==> src/design/core_pkg.sv <==
// Core-side types and sizes: register indices, data words, program counter,
// writeback instruction kinds and retire counters
`default_nettype none

package core_pkg;

  localparam int unsigned REG_ADDR_W = 5;
  localparam int unsigned DATA_W     = 32;
  localparam int unsigned PC_W       = 32;
  localparam int unsigned COUNT_W    = 16;

  // Both register files have one entry per register index
  localparam int unsigned NUM_REGS   = 2 ** REG_ADDR_W;

  typedef logic [REG_ADDR_W-1:0] reg_addr_t;
  typedef logic [DATA_W-1:0]     data_t;
  typedef logic [PC_W-1:0]       pc_t;
  typedef logic [COUNT_W-1:0]    count_t;

  // What the instruction in writeback still waits for
  typedef enum logic [1:0] {
    WB_OTHER = 2'd0,
    WB_LOAD  = 2'd1,
    WB_STORE = 2'd2
  } wb_kind_e;

endpackage

`default_nettype wire
==> src/design/register_file.sv <==
// Integer and single-precision FP register files, one shared write address
// and one combinational debug read port
`default_nettype none

module register_file (
  input  logic                clk_i,
  input  logic                rst_ni,
  input  logic                int_we_i,
  input  logic                fp_we_i,
  input  core_pkg::reg_addr_t waddr_i,
  input  core_pkg::data_t     wdata_i,
  input  core_pkg::reg_addr_t raddr_i,
  input  logic                rfp_i,
  output core_pkg::data_t     rdata_o
);

  import core_pkg::*;

  data_t int_regs [NUM_REGS];
  data_t fp_regs  [NUM_REGS];

  // x0 is never written, so after reset it reads zero
  always_ff @(posedge clk_i or negedge rst_ni) begin
    if (!rst_ni) begin
      for (int i = 0; i < NUM_REGS; i++) begin
        int_regs[i] <= '0;
      end
    end else if (int_we_i && (waddr_i != '0)) begin
      int_regs[waddr_i] <= wdata_i;
    end
  end

  // f0 is an ordinary register
  always_ff @(posedge clk_i or negedge rst_ni) begin
    if (!rst_ni) begin
      for (int i = 0; i < NUM_REGS; i++) begin
        fp_regs[i] <= '0;
      end
    end else if (fp_we_i) begin
      fp_regs[waddr_i] <= wdata_i;
    end
  end

  assign rdata_o = rfp_i ? fp_regs[raddr_i] : int_regs[raddr_i];

endmodule

`default_nettype wire

==> config.mk <==
export PLATFORM = sky130hd
export DESIGN_NAME = register_file
export DESIGN_NICKNAME = d
export VERILOG_FILES = /design/src/design/core_pkg.sv /design/src/design/register_file.sv
export SDC_FILE = /design/constraint.sdc
export NUM_CORES = 2
export LEC_CHECK = 0
export ABC_AREA = 1
export BUFFER_PORTS_ARGS = -buffer_cell sky130_fd_sc_hd__buf_2
export CAP_MARGIN = 10
export CORE_MARGIN = 3
export CORE_UTILIZATION = 50
export DETAILED_ROUTE_END_ITERATION = 10
export HOLD_SLACK_MARGIN = 0.02
export PLACE_DENSITY = 0.65
export SYNTH_ARGS = -nofsm -noshare
export SYNTH_HDL_FRONTEND = slang
export SYNTH_SLANG_ARGS = --single-unit
==> constraint.sdc <==
create_clock -name clk_i -period 1.8 [get_ports clk_i]
set_input_delay 0.09 -clock clk_i [delete_from_list [all_inputs] [get_ports clk_i]]
set_output_delay 0.09 -clock clk_i [all_outputs]
set_load 0.005 [all_outputs]
==> Word level (Yosys, flattened, before mapping) <==
Cells that the tools add are included.
W data, S select, Z words.
{ "totals": {"register_bits": 2048, "latchBits": 0, "ramBits": 0, "rom_bits": 0, "input_bits": 47, "out_inout_bits": 32, "wordCells": 83, "memories": 0} }
{ "op_classes": {"n_addsub": 0, "mul": 0, "n_div": 0, "magnitude_cmp": 3, "n_eq_ne": 0, "n_shift": 0, "mux": 11, "bitwise": 2, "n_reduce_logical": 3} }
{ "op_table": {"columns": ["cell", "n"], "rows": [
  ["$bwmux W1024", 2],
  ["$bmux W32 S5", 2],
  ["$mux W32", 6],
  ["$demux W32 S5", 1],
  ["$ge A6 B6 Y1 const B", 2],
  ["$not A5 Y6", 2],
  ["$lt A6 B1 Y1 const B", 1],
  ["$reduce_bool A5 Y1", 1],
  ["$logic_and A1 B1 Y1", 2]
]} }

==> Depth between registers and ports, before layout <==
{ "logic_depth": {"word_depth": 6, "mapped_depth": 13, "depth_no_buf": 9} }

==> Worst setup path after synthesis <==
No wires, ideal clock.
{ "synth_timing": {"kind": "input to output", "from": "in raddr_i[0]", "to": "out rdata_o[13]", "arrival_ps": 1281, "required_ps": 1710, "path_slack_ps": 429, "cell_stages": 12, "path_buffers": 4, "path_cell_list": "buf_4 -> buf_4 -> buf_2 -> clkbuf_1 -> nand2_1 -> nand3_1 -> nand3_1 -> nand3_1 -> nand3_1 -> nand2_1 -> nand2_1 -> nand2_1"} }
{ "synth_via": {"elab_chain_cells": 5, "elab_cells_between_ends": 8, "cone_classes": "mux: 7; bitwise: 1"} }
{ "synth_rtl": {"columns": ["element", "line", "text"], "rows": [
  ["start: declaration", "register_file.sv:12", "input core_pkg::reg_addr_t raddr_i,"],
  ["$not A5 Y6 (not written as such) (*)", "register_file.sv:44", "assign rdata_o = rfp_i ? fp_regs[raddr_i] : int_regs[raddr_i];"],
  ["$bmux W32 S5", "register_file.sv:44", null],
  ["$mux W32 (not written as such) (2 in a row)", "register_file.sv:44", null],
  ["$mux W32 (*)", "register_file.sv:44", null],
  ["end: declaration", "register_file.sv:14", "output core_pkg::data_t rdata_o"]
]} }
Mark *: on every way between the ends. The rest lies on a longest branch, timed or not. The select of a mux whose other input is x is not followed.

==> Worst setup path after layout <==
{ "layout_timing": {"from": "reg fp_regs[887] (netlist name)", "to": "out rdata_o[23]"} }
{ "layout_via": {"elab_chain_cells": 4} }
{ "layout_rtl": {"columns": ["element", "line", "text"], "rows": [
  ["start: declaration", "register_file.sv:20", "data_t fp_regs [NUM_REGS];"],
  ["start signal: indexed assignment", "register_file.sv:40", "fp_regs[waddr_i] <= wdata_i;"],
  ["$bmux W32 S5", "register_file.sv:44", null],
  ["$mux W32 (not written as such) (2 in a row)", "register_file.sv:44", null],
  ["$mux W32", "register_file.sv:44", null]
]} }
Every way passes these cells. The select of a mux whose other input is x is not followed.

==> metrics <==
status finished with violations; failing checks negative setup slack; hold slack between 0.15 and 0.2 ns; Internal Dissipation 0.0892 W; die span in x between 400 and 500 um; RSZ-0062 raised after global routing true; switching pwr between 0.03 and 0.04 W; R2R setup slack just under 0.9 ns; HPWL Detailed about 190,000 um; Die Height approximately 430 um; Clk Latency, worst-skew pair 0.85 ns; switching share of total power 0.284; total global-route track usage 0.328; ys flop type dfrtp_1; mapped cell area 0.0918 mm^2; HP Class in2reg; Max-slew headroom 0.582; H-tree depth 4; Setup CP Type reg2out; ys async rst share 1.00; area delta synth->final 20.2%; Antenna Nets Post-Route 0; syn nets between 10,000 and 15,000; synth unique cells 21; Crit Path Max Fanout 2; number of clock sinks 2,048; Setup-failing EPs final 32; Reg2Reg Depth 4; syn avg cell area approximately 8 um^2; total routed wirelength roughly 310,000 um; Final Cycle Share 1.26; Critical Path AT ~2.2 ns; nets@finish roughly 11,000; Vias/cell 5.89; Critical Path RT around 1.7 ns; most instantiated cells after synthesis nand2_1, dfrtp_1, nand3_1; drt pass-1 iters 8; layout cells sized above 1 0.147; largest net degree at the start of global routing a little under 100; Clk pwr share 0.361; Remaining Overflow, GRT 0; first-pass GRT wire length ~480,000 um; clk slew on worst S/H paths about 0.06 ns; endpoints failing hold 0; core area between 0.15 and 0.2 mm^2; Root Driver clkbuf_16; Boundary Pins 79; Iteration-0 DRC Markers about 10,000; routability-driven placement congestion ratio just under 0.9; global routing's busiest layer met2; largest cells by area after synthesis dfrtp_1, nand2_1, nand3_1; vias in the first global route between 70,000 and 80,000; Logic pwr share 0.165; Worst Tran Pin Value approximately 0.63 ns; Worst Setup EP rdata_o[23]; initial antenna violation count 10; Residual DRC 0; Initial Util 0.505; max cap viols 0; Critical Path End Type output port; Max Slew Vio Count 0; fmax 442 MHz; worst r2r src fp_regs[455]; die area about 0.19 mm^2; sequential fraction of the synthesis area 0.558; met1 Use GR 0.468; vias post-DR 82,700; Synth warnings 0; Synth top area share 0.558; Synth Register Bits between 2,000 and 2,500; row cnt between 150 and 200; crit-path max cell delay around 0.38 ns; met3 usage 0.0556; power per cell area approximately 1100 mW/mm^2; CTS tree built; port buffer count 78; CP Cell Sequence nand2_1 -> nand3_1 -> nand3_1 -> nand3_2 -> nand3_2 -> buf_6 -> nand2_1 -> nand2_1 -> nand2_2 -> buf_2; top-count cell post-synth nand2_1; Period minus WS final between 2 and 2.5 ns; Worst IR Drop VDD approximately 1.0 mV; Clock Skew 0 ns; clock buffer depth 3; Post-synth EDFFs 0; setup TNS -13.10 ns; Flop pwr share 0.474; LEAKAGE between 50 and 60 nW; slowest CP cell dfrtp_1; Syn Inst Count 11,400; Avg WL per Cell about 22 um; crit path from fp_regs[887]; Critical Path Most Common Cell nand2_1; Num CTS Buffers roughly 210; RR Endpoint fp_regs[455]; Final WS setup -0.460 ns; GR Layer Usage met2 0.505; startpoint types flip-flop; Synth area leader dfrtp_1
timing repair:
action / 4_1_cts / 5_1_grt
buffers inserted: 18 / 80
pin swaps: 150 / 238
resized for setup: 318 / 305
hold buffers: 41 / 0
endpoints found under the setup margin: 32 / 32
endpoints found under the hold margin: 4043 / 0
layer usage:
| metal | routed length, um | vias up |
|---|---|---|
| met3 | 28900 | 642 |
| met4 | 12000 | 0 |
| met2 | 139000 | 3995 |
| li1 | - | 37600 |
| met1 | 131000 | 40500 |
| met5 | 0 | - |
power by group through the flow:
stage / clock (W) / sequential [W] / combinational (W)
2_1_floorplan: 0 / 0.0585 / 0.0124
3_3_place_gp: 0 / 0.0594 / 0.0180
3_5_place_dp: 0 / 0.0597 / 0.0187
4_1_cts: 0.0454 / 0.0590 / 0.0194
5_1_grt: 0.0473 / 0.0601 / 0.0234
6_report: 0.0449 / 0.0591 / 0.0206
registers in the layout, indices dropped and copies added, names as in the netlist:
signal and cells:
fp_regs 1024, int_regs 1024
kinds of logic after synthesis:
| group | after synthesis | synth area share |
|---|---|---|
| buffers and inverters | 1100 | 0.0485 |
| AND/OR/NAND/NOR | 6270 | 0.283 |
| AO/OA/AOI/OAI | 2016 | 0.110 |
| flip-flops | 2048 | 0.558 |
cell usage in the layout, fill, tap and decap left out, types with 18 or more instances in the layout:
cell / instances
nor2_1: 58
buf_6: 32
buf_2: 61
clkinv_2: 32
clkbuf_16: 211
nand2_4: 44
a21oi_1: 32
inv_2: 34
clkbuf_8: 52
nand2_1: 4111
buf_12: 274
buf_4: 410
bufinv_16: 18
nand2_2: 137
nand3_4: 66
dlygate4sd3_1: 40
nand3_1: 1552
o21ai_0: 1737
nand3_2: 292
clkbuf_1: 49
o21ai_1: 247
dfrtp_1: 2048
worst min-delay path by stage:
| stage | from | endpoint | slack, ns | depth (start not counted) |
|---|---|---|---|---|
| 6_report | wdata_i[0] | int_regs[288] | 0.19 | 4 |
| 5_1_grt | wdata_i[23] | int_regs[247] | 0.22 | 4 |
| 4_1_cts | waddr_i[1] | int_regs[319] | 0.12 | 8 |
| 3_5_place_dp | rst_ni | int_regs[539] | 0.04 | 1 |
| 3_3_place_gp | rst_ni | int_regs[539] | 0.04 | 1 |
| 2_1_floorplan | rst_ni | fp_regs[0] | -0.21 | 0 |
stage by stage:
step	instance area, um^2	cells	util	setup WS, ns	total power, W
global route	110000	14000	0.607	-0.541	0.131
CTS	108000	14000	0.596	-0.527	0.124
detailed placement	99200	13500	0.546	-0.229	0.0783
global placement	99200	13500	0.546	-0.250	0.0774
floorplan	91800	11400	-	0.429	0.0709
finish	110000	14000	0.607	-0.460	0.125
critical path: cells and delay by family (launching register included):
kind | cells | cell delay, ns
and+or+nand+nor | 8 | 0.69
DFF | 1 | 0.38
buffers and inverters | 2 | 0.25
final cells by class:
class,count,area [um^2]
timing repair buffer,821,9690
inverter,45,198
sequential,2048,51200
tap,2449,3060
multi-input combinational,8286,39000
clock inverter,68,906
fill,15600,71400
clock buffer,312,6180
antenna,5,12.5
Power figures use the tool's default switching activity.
