### src/design/core_pkg.sv
// Core-side types and sizes: register indices, data words, program counter,
// writeback instruction kinds and retire counters
`default_nettype none

package core_pkg;

  localparam int unsigned REG_ADDR_W = 5;
  localparam int unsigned DATA_W     = 32;
  localparam int unsigned PC_W       = 32;
  localparam int unsigned COUNT_W    = 16;

  // Both register files have one entry per register index
  localparam int unsigned NUM_REGS   = 2 ** REG_ADDR_W;

  typedef logic [REG_ADDR_W-1:0] reg_addr_t;
  typedef logic [DATA_W-1:0]     data_t;
  typedef logic [PC_W-1:0]       pc_t;
  typedef logic [COUNT_W-1:0]    count_t;

  // What the instruction in writeback still waits for
  typedef enum logic [1:0] {
    WB_OTHER = 2'd0,
    WB_LOAD  = 2'd1,
    WB_STORE = 2'd2
  } wb_kind_e;

endpackage

`default_nettype wire
### src/design/writeback_stage.sv
// Writeback stage: holds the accepted instruction, picks ALU or load data,
// steers it to the integer or FP file and counts retired instructions
`default_nettype none

module writeback_stage (
  input  logic               clk_i,
  input  logic               rst_ni,

  input  logic               en_i,
  input  core_pkg::wb_kind_e kind_i,
  input  core_pkg::pc_t      pc_i,
  input  logic               compressed_i,
  input  logic               count_i,

  input  core_pkg::reg_addr_t rd_i,
  input  core_pkg::data_t    rd_data_i,
  input  logic               rd_we_i,
  input  logic               fp_i,

  input  logic               lsu_valid_i,
  input  logic               lsu_err_i,
  input  core_pkg::data_t    lsu_rdata_i,

  output logic               ready_o,
  output logic               done_o,
  output core_pkg::pc_t      pc_o,
  output logic               rf_write_pending_o,
  output logic               outstanding_load_o,
  output logic               outstanding_store_o,

  output logic               int_we_o,
  output logic               fp_we_o,
  output core_pkg::reg_addr_t waddr_o,
  output core_pkg::data_t    wdata_o,

  output core_pkg::count_t   retired_o,
  output core_pkg::count_t   retired_compressed_o
);

  import core_pkg::*;

  logic      valid_q;
  logic      done;
  logic      alu_we;
  logic      load_we;
  logic      retire;

  wb_kind_e  kind_q;
  pc_t       pc_q;
  logic      compressed_q;
  logic      count_q;
  reg_addr_t rd_q;
  data_t     rd_data_q;
  logic      rd_we_q;
  logic      fp_q;

  count_t    retired_q;
  count_t    retired_c_q;

  // OTHER finishes at once, loads and stores wait for the LSU response
  assign done    = (kind_q == WB_OTHER) | lsu_valid_i;
  assign ready_o = ~valid_q | done;
  assign done_o  = valid_q & done;

  always_ff @(posedge clk_i or negedge rst_ni) begin
    if (!rst_ni) begin
      valid_q <= 1'b0;
    end else begin
      valid_q <= en_i | (valid_q & ~done);
    end
  end

  always_ff @(posedge clk_i) begin
    if (en_i) begin
      kind_q       <= kind_i;
      pc_q         <= pc_i;
      compressed_q <= compressed_i;
      count_q      <= count_i;
      rd_q         <= rd_i;
      rd_data_q    <= rd_data_i;
      rd_we_q      <= rd_we_i;
      fp_q         <= fp_i;
    end
  end

  assign alu_we  = valid_q & rd_we_q & (kind_q == WB_OTHER);
  // an erroring load leaves the register untouched
  assign load_we = valid_q & (kind_q == WB_LOAD) & lsu_valid_i & ~lsu_err_i;

  assign wdata_o  = load_we ? lsu_rdata_i : rd_data_q;
  assign waddr_o  = rd_q;
  assign int_we_o = (alu_we | load_we) & ~fp_q;
  assign fp_we_o  = (alu_we | load_we) & fp_q;

  assign pc_o                = pc_q;
  assign rf_write_pending_o  = valid_q & (rd_we_q | (kind_q == WB_LOAD));
  assign outstanding_load_o  = valid_q & (kind_q == WB_LOAD);
  assign outstanding_store_o = valid_q & (kind_q == WB_STORE);

  // Bus errors do not count as retired
  assign retire = done_o & count_q & ~(lsu_valid_i & lsu_err_i);

  always_ff @(posedge clk_i or negedge rst_ni) begin
    if (!rst_ni) begin
      retired_q   <= '0;
      retired_c_q <= '0;
    end else if (retire) begin
      retired_q <= retired_q + count_t'(1);
      if (compressed_q) begin
        retired_c_q <= retired_c_q + count_t'(1);
      end
    end
  end

  assign retired_o            = retired_q;
  assign retired_compressed_o = retired_c_q;

endmodule

`default_nettype wire

### config.mk
export PLATFORM = sky130hd
export DESIGN_NAME = writeback_stage
export DESIGN_NICKNAME = d
export VERILOG_FILES = /design/src/design/core_pkg.sv /design/src/design/writeback_stage.sv
export SDC_FILE = /design/constraint.sdc
export NUM_CORES = 1
export LEC_CHECK = 0
export BUFFER_PORTS_ARGS = -buffer_cell sky130_fd_sc_hd__buf_2
export CORE_AREA = 2 2 101 103
export CTS_CLUSTER_SIZE = 16
export DETAILED_ROUTE_END_ITERATION = 8
export DIE_AREA = 0 0 103 105
export PLACE_DENSITY = 0.78
export SETUP_SLACK_MARGIN = 0.2
export SYNTH_ARGS = -nofsm -noshare
export SYNTH_HDL_FRONTEND = slang
export SYNTH_SLANG_ARGS = --single-unit
### constraint.sdc
create_clock -name clk_i -period 2 [get_ports clk_i]
set_input_delay 0.4 -clock clk_i [delete_from_list [all_inputs] [get_ports clk_i]]
set_output_delay 0.4 -clock clk_i [all_outputs]
set_load 0.005 [all_outputs]
# After elaboration in Yosys (flattened, before gate mapping)
# Index checks and enable logic that the tools add are counted.
word_totals:
  input_bits: 112
  ff_bits: 108
  out_inout_bits: 108
  wordCells: 42
op_classes:
  n_eq_ne: 2
  reduce_logical: 2
  n_mux: 1
  bitwise_logic: 24
  addsub: 2
op_table:
  columns: ["operator", "n"]
  rows:
  - ["$add A16 B1 Y16 const B", 2]
  - ["$mux W32", 1]
  - ["$and A1 B1 Y1", 14]
  - ["$not A1 Y1", 5]
  - ["$or A1 B1 Y1", 5]
  - ["$eq A2 B1 Y1 const B", 1]
  - ["$eq A2 B2 Y1 const B", 1]
  - ["$logic_not A2 Y1", 1]
  - ["$reduce_and A2 Y1", 1]

# Depth between registers and ports, before layout
depth:
  ltp_word: 6
  depth_mapped: 6
  mapped_depth_nobuf: 5

# Worst setup path after synthesis
# No wires, ideal clock.
synth_timing:
  path_kind: "reg-to-output"
  startpoint: "register valid_q"
  endpoint: "output wdata_o[10]"
  t_required_ns: 1.600
  arrival_ns: 1.480
  slack_ns: 0.120
  path_buffers: 2
  stages_incl_launch_ff: 6
  cell_sequence: "dfrtp_1 clkbuf_1 nand3b_1 nor2_1 buf_2 mux2_2"
synth_between:
  elab_chain_len: 4
synth_rtl:
  columns: ["item", "line", "text"]
  rows:
  - ["start, declared", "writeback_stage.sv:42", "logic valid_q;"]
  - ["start signal, assigned", "writeback_stage.sv:69", "valid_q <= en_i | (valid_q & ~done);"]
  - ["$and A1 B1 Y1 (3 in series)", "writeback_stage.sv:88", "assign load_we = valid_q & (kind_q == WB_LOAD) & lsu_valid_i & ~lsu_err_i;"]
  - ["$mux W32", "writeback_stage.sv:90", "assign wdata_o = load_we ? lsu_rdata_i : rd_data_q;"]
  - ["end, declared", "writeback_stage.sv:34", "output core_pkg::data_t wdata_o,"]
# No other way between the ends.

# Worst setup path in the final report
layout_timing:
  startpoint: "register kind_q[1]"
  endpoint: "output wdata_o[17]"
layout_between:
  elab_chain_len: 5
layout_rtl:
  columns: ["item", "line", "text"]
  rows:
  - ["start, declared", "writeback_stage.sv:48", "wb_kind_e kind_q;"]
  - ["start signal, assigned", "writeback_stage.sv:75", "kind_q <= kind_i;"]
  - ["$eq A2 B1 Y1", "writeback_stage.sv:88", null]
  - ["$and A1 B1 Y1 (3 in series)", "writeback_stage.sv:88", null]
  - ["$mux W32", "writeback_stage.sv:90", null]
# No other way between the ends.

==> flow_summary.ini <==
[run_status]
run_status = finished with violations
violations = negative setup slack

[layout]
num-nets-final = 622
antenna_diodes = 0
finish.cell_count_without_fillers = 645
final_cell_mix = buf_2 (185), edfxtp_1 (75), buf_6 (40)
final_design_area_no_fill_mm2 = 0.00661
commonest_non_fill_non_tap_cell_in_the_layout = buf_2
layout-area-overhead-vs-synth_pct = 55.5
drive_gt1_frac = 0.654

[timing]
clock.fmax_ghz = 0.437
maxSlewHeadroom = 0.451
setup_ws_ns = -0.288
post-route-min-period_ns = 2.29
timing_worst_slew_pin_value_ns = 0.821
clock-skew-final_ns = 0.00979
finalHoldViolations = 0
report.final.slew_viol_count = 0
setup-violations-final = 45
timing.final.crit_share = 1.14
rsz0062_at_grt = yes

[global_route]
grt_overflow_total = 0
grt_first_pass_wirelength_um = 15900
pin_count_of_the_biggest_net_entering_global_routing = 53
first_global_vias = 3098
global_route.usage.total = 0.199
number_of_antenna_violations_at_the_first_check_in_global_routing = 0

[logic_synthesis]
yosys_most_used_dff = edfxtp_1
synth-seq-area-share = 0.725
number_of_warnings_issued_by_yosys = 0
synth_enable_flop_cells = 75
ys_async_sr_fraction = 0.306
yosys_register_bits = 108
post_synth_instance_area_mm2 = 0.00425
synth.net_count = 372
syn-mean-instance-area_um2 = 16.5
syn_inst = 258
synthDistinctLibCells = 31

[cts]
cts.sinks = 108
cts.clk_slew.worst_paths_ns = 0.10
cts_made_buffers = 9
holdBufCountCts = 0
clock-root-buffer = clkbuf_8
cts_tree = yes
clock_tree.htree_level_count = 3
worst_skew_pair.late_latency_ns = 0.36
cts_max_path_buffers = 2

[critical_path]
arrival_ns = 1.89
crit_path_launch_type = flip-flop
worst_setup_path_end_kind = primary output
timing.critical_path.required_ns = 1.60
critical_path_peak_fanout = 8
critical_path_class = flip-flop to primary output

[route]
routed_wirelength_um = 11600
vias = 3198
ant_nets = 0
remaining_drc_errors = 0
number_of_drc_markers_after_the_initial_detailed_route_iteration = 87
viasPerCell = 4.96
drt_first_pass_iters = 4
routed_wire_length_per_instance_um = 18.0

[placed_design]
placed_cell_area_mm2 = 0.00557
numPortBuffers = 219
post-dp-hpwl_um = 7460
place.gp.congestion = 0.804
dp.cells = 613

[flow_run]
maxCapViolations = 0

[floorplanning]
initial_core_util = 0.441
design.die.area_mm2 = 0.0108
core_mm2 = 0.00964
x_dimension_of_the_die_um = 103
num_io_pins = 220
dieHeight_um = 105
fp-row-count = 36

[worst_hold_path]
hold_path.class = input port to asynchronous set/reset pin

[power]
vdd_drop_max_mv = 0.459
leak_pwr_uw = 0.00302
pwr_density_cell_mw_per_mm2 = 754
sequential cells by signal, summed over array words and instances, names as in the netlist:
| name | flops |
|---|---|
| pc_o | 32 |
| rd_data_q | 32 |
| retired_compressed_o | 16 |
| retired_o | 16 |
| waddr_o | 5 |
| kind_q | 2 |
| compressed_q | 1 |
| count_q | 1 |
| fp_q | 1 |
| rd_we_q | 1 |
| valid_q | 1 |
worst paths after layout:
| kind | start | end | slack, ns | cells after the start |
|---|---|---|---|---|
| setup / recovery | kind_q[1] | wdata_o[17] | -0.29 | 6 |
| hold / removal | rst_ni | retired_o[9] | 0.09 | 1 |
| setup reg to reg | kind_q[0] | retired_compressed_o[4] | -0.07 | 7 |
| hold reg to reg | retired_compressed_o[15] | retired_compressed_o[15] | 0.48 | 1 |
| max in group asynchronous | rst_ni | retired_o[1] | 1.44 | 1 |
| min in group clk_i | rd_i[4] | waddr_o[4] | 0.20 | 1 |
final cells by class:
class,count,area (um^2)
repair buffers,243,1620
clock inverters,5,53.8
well taps,133,166
inverters,5,21.3
flip-flops and latches,108,3080
clock buffers,10,128
fillers,684,3030
multi-input cells,141,1540
logic make-up (layout without fill, tap and decap cells):
kind of cell	after synthesis	in the layout	share of synthesized area
and+or+nand+nor	70	70	0.0946
muxes	33	33	0.0875
AOI/OAI and AO/OA	5	6	0.0141
adders and majority gates	2	2	0.00589
buffers and inverters	10	263	0.0115
xor gates and xnor gates	30	30	0.0619
DFF	108	108	0.725
per-stage QoR:
| step | hold slack [ns] | power [uW] | TNS [ns] | setup slack (ns) | util |
|---|---|---|---|---|---|
| after floorplan | 0.104 | 3080 | 0 | 0.165 | - |
| after global placement | 0.453 | 3500 | 0 | 0.101 | 0.578 |
| after detailed placement | 0.469 | 3530 | 0 | 0.0610 | 0.578 |
| after CTS | 0.101 | 4890 | -8.79 | -0.296 | 0.641 |
| after global routing | 0.126 | 5200 | -13.24 | -0.375 | 0.685 |
| final | 0.0850 | 4980 | -8.64 | -0.288 | 0.685 |
metal layers:
layer  share of wire  track usage
met4           0.023       0.0761
met3           0.082       0.0642
met5               0            0
met2            0.52        0.331
met1            0.37        0.236
report_power, final:
part	switching (uW)	internal, uW
clock network	694	567
logic	408	513
registers	171	2620
critical path, cell delays in order, from the launching register on:
cell and delay (ns):
edfxtp_1 0.38, nand3b_1 0.24, nor2_4 0.16, buf_12 0.14, clkbuf_16 0.17, mux2_4 0.31
buf_6 0.12
synth_stat cells, types with 2 or more instances:
cell | n | area [um^2]
a21oi_1 | 2 | 10.0
and3_1 | 2 | 12.5
buf_2 | 3 | 15.0
dfrtp_1 | 33 | 826
edfxtp_1 | 75 | 2250
ha_1 | 2 | 25.0
inv_1 | 5 | 18.8
mux2_2 | 33 | 372
nand2_1 | 19 | 71.3
nand2b_1 | 2 | 12.5
nand3_1 | 14 | 70.1
nand4_1 | 6 | 37.5
nor2_1 | 6 | 22.5
nor3_1 | 6 | 30.0
nor4_1 | 5 | 31.3
nor4_4 | 2 | 42.5
xnor2_1 | 19 | 166
xor2_1 | 11 | 96.3
repair_timing:
item,CTS,global route
hold endpoints to repair,0,0
gates cloned,3,1
endpoints found under the setup margin,45,62
gates resized for setup,59,72
buffers inserted,6,7
pin swaps,16,30
(Power assumes the default switching activity.)
