===== config.mk =====
export PLATFORM = sky130hd
export DESIGN_NAME = bus_arbiter_flat
export DESIGN_NICKNAME = d
export VERILOG_FILES = /design/src/design/bus_pkg.sv /design/src/design/wb_bus_if.sv /design/src/design/bus_arbiter.sv /design/src/flat_wrapper.sv
export SDC_FILE = /design/constraint.sdc
export NUM_CORES = 1
export LEC_CHECK = 0
export ABC_AREA = 0
export BUFFER_PORTS_ARGS = -buffer_cell sky130_fd_sc_hd__buf_2
export CORE_AREA = 8 8 113 115
export CTS_CLUSTER_SIZE = 30
export DETAILED_ROUTE_END_ITERATION = 7
export DIE_AREA = 0 0 121 123
export PLACE_DENSITY = 0.6
export RECOVER_POWER = 25
export SETUP_SLACK_MARGIN = 0.15
export SLEW_MARGIN = 15
export SYNTH_ARGS = -nofsm -noshare
export SYNTH_HDL_FRONTEND = slang
export SYNTH_SLANG_ARGS = --single-unit

===== constraint.sdc =====
create_clock -name clk_i -period 1.6 [get_ports clk_i]
set_input_delay 0.24 -clock clk_i [delete_from_list [all_inputs] [get_ports clk_i]]
set_output_delay 0.24 -clock clk_i [all_outputs]
set_load 0.01 [all_outputs]

===== src/design/bus_pkg.sv =====
// Wishbone address and data types, RAM geometry and arbiter grant states
`default_nettype none

package bus_pkg;

  localparam int unsigned BUS_ADDR_W = 32;
  localparam int unsigned BUS_DATA_W = 32;

  // Word-addressed RAM, anything at or above RAM_BYTES answers with err
  localparam int unsigned RAM_WORDS  = 256;
  localparam int unsigned RAM_IDX_W  = $clog2(RAM_WORDS);
  localparam int unsigned RAM_BYTES  = RAM_WORDS * (BUS_DATA_W / 8);

  typedef logic [BUS_ADDR_W-1:0] bus_addr_t;
  typedef logic [BUS_DATA_W-1:0] bus_data_t;
  typedef logic [RAM_IDX_W-1:0]  ram_idx_t;

  typedef enum logic [1:0] {GNT_NONE, GNT_LSU, GNT_HOST} grant_e;

endpackage

`default_nettype wire


===== src/design/wb_bus_if.sv =====
// Wishbone classic bus with master and slave views
`default_nettype none

interface wb_bus_if;

  logic               cyc;
  logic               stb;
  logic               we;
  bus_pkg::bus_addr_t adr;
  bus_pkg::bus_data_t dat_w;
  bus_pkg::bus_data_t dat_r;
  logic               ack;
  logic               err;

  modport master (
    output cyc, stb, we, adr, dat_w,
    input  dat_r, ack, err
  );

  modport slave (
    input  cyc, stb, we, adr, dat_w,
    output dat_r, ack, err
  );

endinterface

`default_nettype wire


===== src/design/bus_arbiter.sv =====
// Fixed-priority arbiter placing the load/store unit and the host port in
// front of a single Wishbone slave
`default_nettype none

module bus_arbiter (
  input  logic      clk_i,
  input  logic      rst_ni,
  wb_bus_if.slave   lsu_bus,
  wb_bus_if.slave   host_bus,
  wb_bus_if.master  ram_bus
);

  import bus_pkg::*;

  grant_e grant_q;
  grant_e sel;

  // An idle bus grants combinationally, the LSU wins a tie
  always_comb begin
    sel = grant_q;
    if (grant_q == GNT_NONE) begin
      if (lsu_bus.cyc & lsu_bus.stb) begin
        sel = GNT_LSU;
      end else if (host_bus.cyc & host_bus.stb) begin
        sel = GNT_HOST;
      end
    end
  end

  // The grant is held until the slave ends the cycle
  always_ff @(posedge clk_i or negedge rst_ni) begin
    if (!rst_ni) begin
      grant_q <= GNT_NONE;
    end else if (ram_bus.ack | ram_bus.err) begin
      grant_q <= GNT_NONE;
    end else begin
      grant_q <= sel;
    end
  end

  always_comb begin
    ram_bus.cyc    = 1'b0;
    ram_bus.stb    = 1'b0;
    ram_bus.we     = 1'b0;
    ram_bus.adr    = '0;
    ram_bus.dat_w  = '0;
    lsu_bus.ack    = 1'b0;
    lsu_bus.err    = 1'b0;
    lsu_bus.dat_r  = '0;
    host_bus.ack   = 1'b0;
    host_bus.err   = 1'b0;
    host_bus.dat_r = '0;
    case (sel)
      GNT_LSU: begin
        ram_bus.cyc   = lsu_bus.cyc;
        ram_bus.stb   = lsu_bus.stb;
        ram_bus.we    = lsu_bus.we;
        ram_bus.adr   = lsu_bus.adr;
        ram_bus.dat_w = lsu_bus.dat_w;
        lsu_bus.ack   = ram_bus.ack;
        lsu_bus.err   = ram_bus.err;
        lsu_bus.dat_r = ram_bus.dat_r;
      end
      GNT_HOST: begin
        ram_bus.cyc    = host_bus.cyc;
        ram_bus.stb    = host_bus.stb;
        ram_bus.we     = host_bus.we;
        ram_bus.adr    = host_bus.adr;
        ram_bus.dat_w  = host_bus.dat_w;
        host_bus.ack   = ram_bus.ack;
        host_bus.err   = ram_bus.err;
        host_bus.dat_r = ram_bus.dat_r;
      end
      default: ;
    endcase
  end

endmodule

`default_nettype wire


===== src/flat_wrapper.sv =====
// flat-port wrapper written by rule: the top's interface ports become plain ports
module bus_arbiter_flat import bus_pkg::*;
  (clk_i, rst_ni, lsu_bus_cyc, lsu_bus_stb, lsu_bus_we, lsu_bus_adr, lsu_bus_dat_w, lsu_bus_dat_r, lsu_bus_ack, lsu_bus_err, host_bus_cyc, host_bus_stb, host_bus_we, host_bus_adr, host_bus_dat_w, host_bus_dat_r, host_bus_ack, host_bus_err, ram_bus_cyc, ram_bus_stb, ram_bus_we, ram_bus_adr, ram_bus_dat_w, ram_bus_dat_r, ram_bus_ack, ram_bus_err);
  wb_bus_if lsu_bus_i ();
  wb_bus_if host_bus_i ();
  wb_bus_if ram_bus_i ();
  input  logic clk_i;
  input  logic rst_ni;
  input wire logic [$bits(lsu_bus_i.cyc)-1:0] lsu_bus_cyc;
  input wire logic [$bits(lsu_bus_i.stb)-1:0] lsu_bus_stb;
  input wire logic [$bits(lsu_bus_i.we)-1:0] lsu_bus_we;
  input wire logic [$bits(lsu_bus_i.adr)-1:0] lsu_bus_adr;
  input wire logic [$bits(lsu_bus_i.dat_w)-1:0] lsu_bus_dat_w;
  output wire logic [$bits(lsu_bus_i.dat_r)-1:0] lsu_bus_dat_r;
  output wire logic [$bits(lsu_bus_i.ack)-1:0] lsu_bus_ack;
  output wire logic [$bits(lsu_bus_i.err)-1:0] lsu_bus_err;
  input wire logic [$bits(host_bus_i.cyc)-1:0] host_bus_cyc;
  input wire logic [$bits(host_bus_i.stb)-1:0] host_bus_stb;
  input wire logic [$bits(host_bus_i.we)-1:0] host_bus_we;
  input wire logic [$bits(host_bus_i.adr)-1:0] host_bus_adr;
  input wire logic [$bits(host_bus_i.dat_w)-1:0] host_bus_dat_w;
  output wire logic [$bits(host_bus_i.dat_r)-1:0] host_bus_dat_r;
  output wire logic [$bits(host_bus_i.ack)-1:0] host_bus_ack;
  output wire logic [$bits(host_bus_i.err)-1:0] host_bus_err;
  output wire logic [$bits(ram_bus_i.cyc)-1:0] ram_bus_cyc;
  output wire logic [$bits(ram_bus_i.stb)-1:0] ram_bus_stb;
  output wire logic [$bits(ram_bus_i.we)-1:0] ram_bus_we;
  output wire logic [$bits(ram_bus_i.adr)-1:0] ram_bus_adr;
  output wire logic [$bits(ram_bus_i.dat_w)-1:0] ram_bus_dat_w;
  input wire logic [$bits(ram_bus_i.dat_r)-1:0] ram_bus_dat_r;
  input wire logic [$bits(ram_bus_i.ack)-1:0] ram_bus_ack;
  input wire logic [$bits(ram_bus_i.err)-1:0] ram_bus_err;
  assign lsu_bus_i.cyc = lsu_bus_cyc;
  assign lsu_bus_i.stb = lsu_bus_stb;
  assign lsu_bus_i.we = lsu_bus_we;
  assign lsu_bus_i.adr = lsu_bus_adr;
  assign lsu_bus_i.dat_w = lsu_bus_dat_w;
  assign lsu_bus_dat_r = lsu_bus_i.dat_r;
  assign lsu_bus_ack = lsu_bus_i.ack;
  assign lsu_bus_err = lsu_bus_i.err;
  assign host_bus_i.cyc = host_bus_cyc;
  assign host_bus_i.stb = host_bus_stb;
  assign host_bus_i.we = host_bus_we;
  assign host_bus_i.adr = host_bus_adr;
  assign host_bus_i.dat_w = host_bus_dat_w;
  assign host_bus_dat_r = host_bus_i.dat_r;
  assign host_bus_ack = host_bus_i.ack;
  assign host_bus_err = host_bus_i.err;
  assign ram_bus_cyc = ram_bus_i.cyc;
  assign ram_bus_stb = ram_bus_i.stb;
  assign ram_bus_we = ram_bus_i.we;
  assign ram_bus_adr = ram_bus_i.adr;
  assign ram_bus_dat_w = ram_bus_i.dat_w;
  assign ram_bus_i.dat_r = ram_bus_dat_r;
  assign ram_bus_i.ack = ram_bus_ack;
  assign ram_bus_i.err = ram_bus_err;
  bus_arbiter u_core (.clk_i(clk_i), .rst_ni(rst_ni), .lsu_bus(lsu_bus_i), .host_bus(host_bus_i), .ram_bus(ram_bus_i));
endmodule

# ---- Word-level counts from Yosys, hierarchy flattened
# Cells that the tools add are included.
dict set report word_totals {
  regBits 2
  wordCells 22
}
dict set report op_classes {
  bitwise_logic 3
  mux 15
  reduce_logical 1
  n_eq_ne 2
}
# op count
set op_table {}
lappend op_table {{$pmux W32 S2} 2}
lappend op_table {{$mux W32} 2}
lappend op_table {{$mux W2} 4}
lappend op_table {{$pmux W1 S2} 3}
lappend op_table {{$mux W1} 4}
lappend op_table {{$and A1 B1 Y1} 2}
lappend op_table {{$eq A2 B1 Y1 const B} 1}
lappend op_table {{$eq A2 B2 Y1 const B} 1}
lappend op_table {{$logic_not A2 Y1} 1}
lappend op_table {{$or A1 B1 Y1} 1}

# ---- Longest topological paths before layout
dict set report logic_depth {
  word_depth 6
  depth_mapped 7
}

# ---- Worst setup path before layout
# Ideal clock, no wire load.
dict set report synth_timing {
  path_type {register -> output}
  from {register u_core.grant_q[1]}
  to {output ram_bus_adr[25]}
  path_stages_with_launch 7
  t_arrival_ns 1.532
  t_required_ns 1.360
  path_buffers 2
  setup_slack_ns -0.172
  cell_sequence {dfrtp_1 -> nand3b_1 -> and2_1 -> ha_1 -> buf_2 -> buf_2 -> nor2_1}
}
dict set report synth_via {
  elab_chain_cells 5
  word_cells_on_any_way 7
}
# element line_no
set synth_rtl {}
lappend synth_rtl {{from (decl)} bus_arbiter.sv:15} ;# grant_e grant_q;
lappend synth_rtl {{from (signal assigned)} bus_arbiter.sv:37} ;# grant_q <= sel;
lappend synth_rtl {{$mux W2} bus_arbiter.sv:24} ;# end else if (host_bus.cyc & host_bus.stb) begin
lappend synth_rtl {{$mux W2} bus_arbiter.sv:22} ;# if (lsu_bus.cyc & lsu_bus.stb) begin
lappend synth_rtl {{$mux W2 (*)} bus_arbiter.sv:21} ;# if (grant_q == GNT_NONE) begin
lappend synth_rtl {{$eq A2 B2 Y1 / $eq A2 B1 Y1 (equally long branches)} bus_arbiter.sv:53} ;# case (sel)
lappend synth_rtl {{$pmux W32 S2 (*)} bus_arbiter.sv:53}
lappend synth_rtl {{to (decl)} flat_wrapper.sv:28} ;# output wire logic [$bits(ram_bus_i.adr)-1:0] ram_bus_adr;
# Every way passes the cells marked *; elsewhere a longest branch is shown, timed or not.

# ---- Worst setup path after layout
dict set report layout_timing {
  from {register u_core.grant_q[1]}
  to {output ram_bus_dat_w[10]}
}
dict set report layout_via {
  elab_chain_cells 5
  word_cells_on_any_way 7
}
# element line_no
set layout_rtl {}
lappend layout_rtl {{$mux W2} bus_arbiter.sv:24}
lappend layout_rtl {{$mux W2} bus_arbiter.sv:22}
lappend layout_rtl {{$mux W2 (*)} bus_arbiter.sv:21}
lappend layout_rtl {{$eq A2 B2 Y1 / $eq A2 B1 Y1 (equally long branches)} bus_arbiter.sv:53}
lappend layout_rtl {{$pmux W32 S2 (*)} bus_arbiter.sv:53}
lappend layout_rtl {{to (decl)} flat_wrapper.sv:29} ;# output wire logic [$bits(ram_bus_i.dat_w)-1:0] ram_bus_dat_w;
# Marks and branches as above.

==> run summary <==
Status -> finished, violations left
Failing checks -> setup timing
Yosys cell types -> 19
Mapped Cells -> 246
Remaining antenna violation count after routing -> 0
Initial Util -> 14.50%
# fillers -> 1083
Final max-slew violation count -> 0
Max cap viols -> 0
Area of the multi-input gates -> 1971 µm²
Crit-path max FO -> 47
Post-Syn Nets -> 418
Initial antenna violation count -> 0
Final WS setup -> -0.4471 ns
IO Pins -> 305
Die ar. -> 14880 µm²
Peak VDD IR -> 0.0002900 V
Design Area, Final -> 4780 µm²
Leakage -> 2.341 nW
Class of the worst hold path -> in2reg
Clock Power Share -> 17.3%
Total GRT Usage -> 14.80%
Comb power frac -> 80.2%
Drt drc -> 0
Max Freq -> 0.4885 GHz
Largest regs -> u_core.grant_q (2)
Via density -> 4.455
RePlAce Congestion -> 0.8128
WL/cell -> 18.27 µm
Root buffer cell -> clkbuf_16
Detail Placement HPWL -> 9597 µm
Post-synthesis cell area -> 1607 µm²
Final Critical Period -> 2.047 ns
CP Capture Type -> primary output
Hold Vio Cnt, Final -> 0
Net count, final -> 728
Wire length of the first global-routing pass -> 17840 µm
Clock latency on the worst-skew pair -> 0.22 ns
Switching share of power -> 40.78%
Reg power frac -> 2.5%
Clock slew at the register clock pins of the worst setup and hold paths -> 0.03 ns
Area after DPL -> 3780 µm²
Row count -> 39
Critical Path RT -> 1.36 ns
Chip height -> 123 µm
Critical path arrival -> 1.81 ns
Clock Skew -> 0.0005365 ns
Yosys warning count -> 0
Setup Viol. Count Final -> 135
Biggest register -> u_core.grant_q
First-pass DRT Iterations -> 4
Syn Area/Cell -> 6.531 µm²
Vias -> 3105
Die width -> 121 µm
Clock Path Buffers -> 2
Final cell count without fillers -> 697
Clk sinks -> 2
Final wirelength -> 12730 µm
Critical path type -> reg2out
Remaining Overflow, GRT -> 0
Register area -> 50.05 µm²
Net Sw Power -> 878.8 µW
CTS tree -> yes
Final period util -> 127.9%
Register area share after synthesis -> 3.115%
Worst-margin pin slew -> 0.2924 ns
Placed Cells -> 678
Via count of the first global-routing pass -> 3374
RSZ-0062 raised after global routing -> true
Synth-to-Final Area Change -> 197.5%
Int Power -> 1.276 mW
Htree depth -> 1
PortBufs -> 304
PwrDens -> 450.9 nW/µm²
TritonCTS buffer count -> 3
Layout cell share with drive strength beyond 1 -> 87.55%
Flops & latches, synth -> 2
Slew headroom -> 80.25%
Largest net degree at the start of global routing -> 48
Core box area -> 11080 µm²
Setup crit start kind -> flop
Synth area leaders -> and2_1 27%, a22oi_1 26%, nor2_1 16%
Post-synth top area cell -> and2_1
ANT cells -> 0
Number of flip-flops in the largest register -> 2
Setup TNS -> -50.19 ns
Top cell type's share of synthesized area -> 26.87%
Initial drt markers -> 57
==> layout by cell type (no fill, tap or decap) <==
cell / netlist / routed
a22oi_1: 56 / 7
inv_2: 0 / 1
clkbuf_1: 3 / 1
nand2_1: 2 / 2
nor2_1: 67 / 34
and2_1: 69 / 15
a211oi_1: 1 / 1
dfrtp_1: 2 / 2
a41oi_1: 1 / 1
nor3b_1: 2 / 2
buf_4: 5 / 6
buf_8: 1 / 2
a41o_1: 2 / 2
clkbuf_16: 0 / 6
ha_4: 0 / 2
dlygate4sd3_1: 0 / 1
buf_16: 0 / 7
buf_2: 6 / 235
buf_6: 9 / 70
nand3b_1: 1 / 1
nor2_2: 0 / 3
and2_4: 0 / 54
a22oi_2: 11 / 60
nor2_4: 0 / 30
buf_12: 0 / 9
==> final timing paths <==
path | depth (start not counted) | from | slack [ns] | to
worst max-delay path | 7 | u_core.grant_q[1] | -0.45 | ram_bus_dat_w[10]
worst min-delay path | 2 | ram_bus_err | 0.25 | u_core.grant_q[0]
worst max register to register | 3 | u_core.grant_q[1] | 0.63 | u_core.grant_q[1]
worst min register to register | 2 | u_core.grant_q[1] | 0.66 | u_core.grant_q[0]
max in group asynchronous | 2 | rst_ni | 1.09 | u_core.grant_q[1]
min in group asynchronous | 2 | rst_ni | 0.38 | u_core.grant_q[0]
==> synth_stat cells <==
| cell | count |
|---|---|
| nand2_1 | 2 |
| and2_1 | 69 |
| clkbuf_1 | 3 |
| nand3b_1 | 1 |
| buf_8 | 1 |
| ha_1 | 2 |
| buf_2 | 6 |
| a22oi_1 | 56 |
| clkbuf_2 | 5 |
| a41oi_1 | 1 |
| inv_1 | 1 |
| nor3b_1 | 2 |
| buf_6 | 9 |
| a22oi_2 | 11 |
| a211oi_1 | 1 |
| buf_4 | 5 |
| dfrtp_1 | 2 |
| nor2_1 | 67 |
| a41o_1 | 2 |
==> power by group through the flow <==
stage                     Clock, mW  Sequential (mW)  Combinational (mW)
after floorplan                   0           0.0540               0.828
after global routing          0.383           0.0538                1.85
final                         0.372           0.0536                1.73
after detailed placement          0           0.0542                1.34
after global placement            0           0.0542                1.32
after CTS                     0.378           0.0537                1.61
==> layer usage <==
layer,track usage [%],wire length (µm)
met5,0,0
met1,15.23,4526
met3,5.068,1341
met4,3.201,163
met2,28.29,6703
==> worst max-delay path, cell delays in order, from the launching register on <==
cell     delay, ns
dfrtp_1       0.38
buf_4         0.14
a41o_1        0.23
ha_4          0.20
buf_12        0.18
a22oi_2       0.25
nor2_4        0.05
buf_6         0.12
==> through the flow <==
stage | util (%) | total power, mW | hold WS, ns | setup WS, ns
after floorplan | - | 0.8817 | -0.05559 | -0.04428
after global placement | 34.12 | 1.374 | 0.02820 | -0.2391
final | 43.15 | 2.155 | 0.2535 | -0.4471
after global routing | 43.15 | 2.285 | 0.2699 | -0.5392
after detailed placement | 34.12 | 1.396 | 0.02891 | -0.2613
after CTS | 40.35 | 2.043 | 0.2489 | -0.4484
==> cells by family after synthesis <==
| group | synth area share, % |
|---|---|
| simple gates | 44.39 |
| compound gates | 36.99 |
| buf+inv | 13.94 |
| fa+ha+maj | 1.557 |
| flops | 3.115 |
==> cell type report <==
type | instances | share of cell area, %
clock buffers | 3 | 1.571
inverters | 1 | 0.07853
multi-input cells | 214 | 41.23
flip-flops and latches | 2 | 1.047
well taps | 143 | 3.743
repair buffers | 334 | 52.33
==> what timing repair did <==
action                     in CTS  in global routing
pin swaps                       2                  2
hold endpoints to repair        2                  0
setup endpoints to repair     135                135
gates resized for setup        74                 39
cloned                          5                  4
buffers inserted                4                  2
hold buffers                    1                  0
No activity file was read; power rests on OpenSTA's default activity.
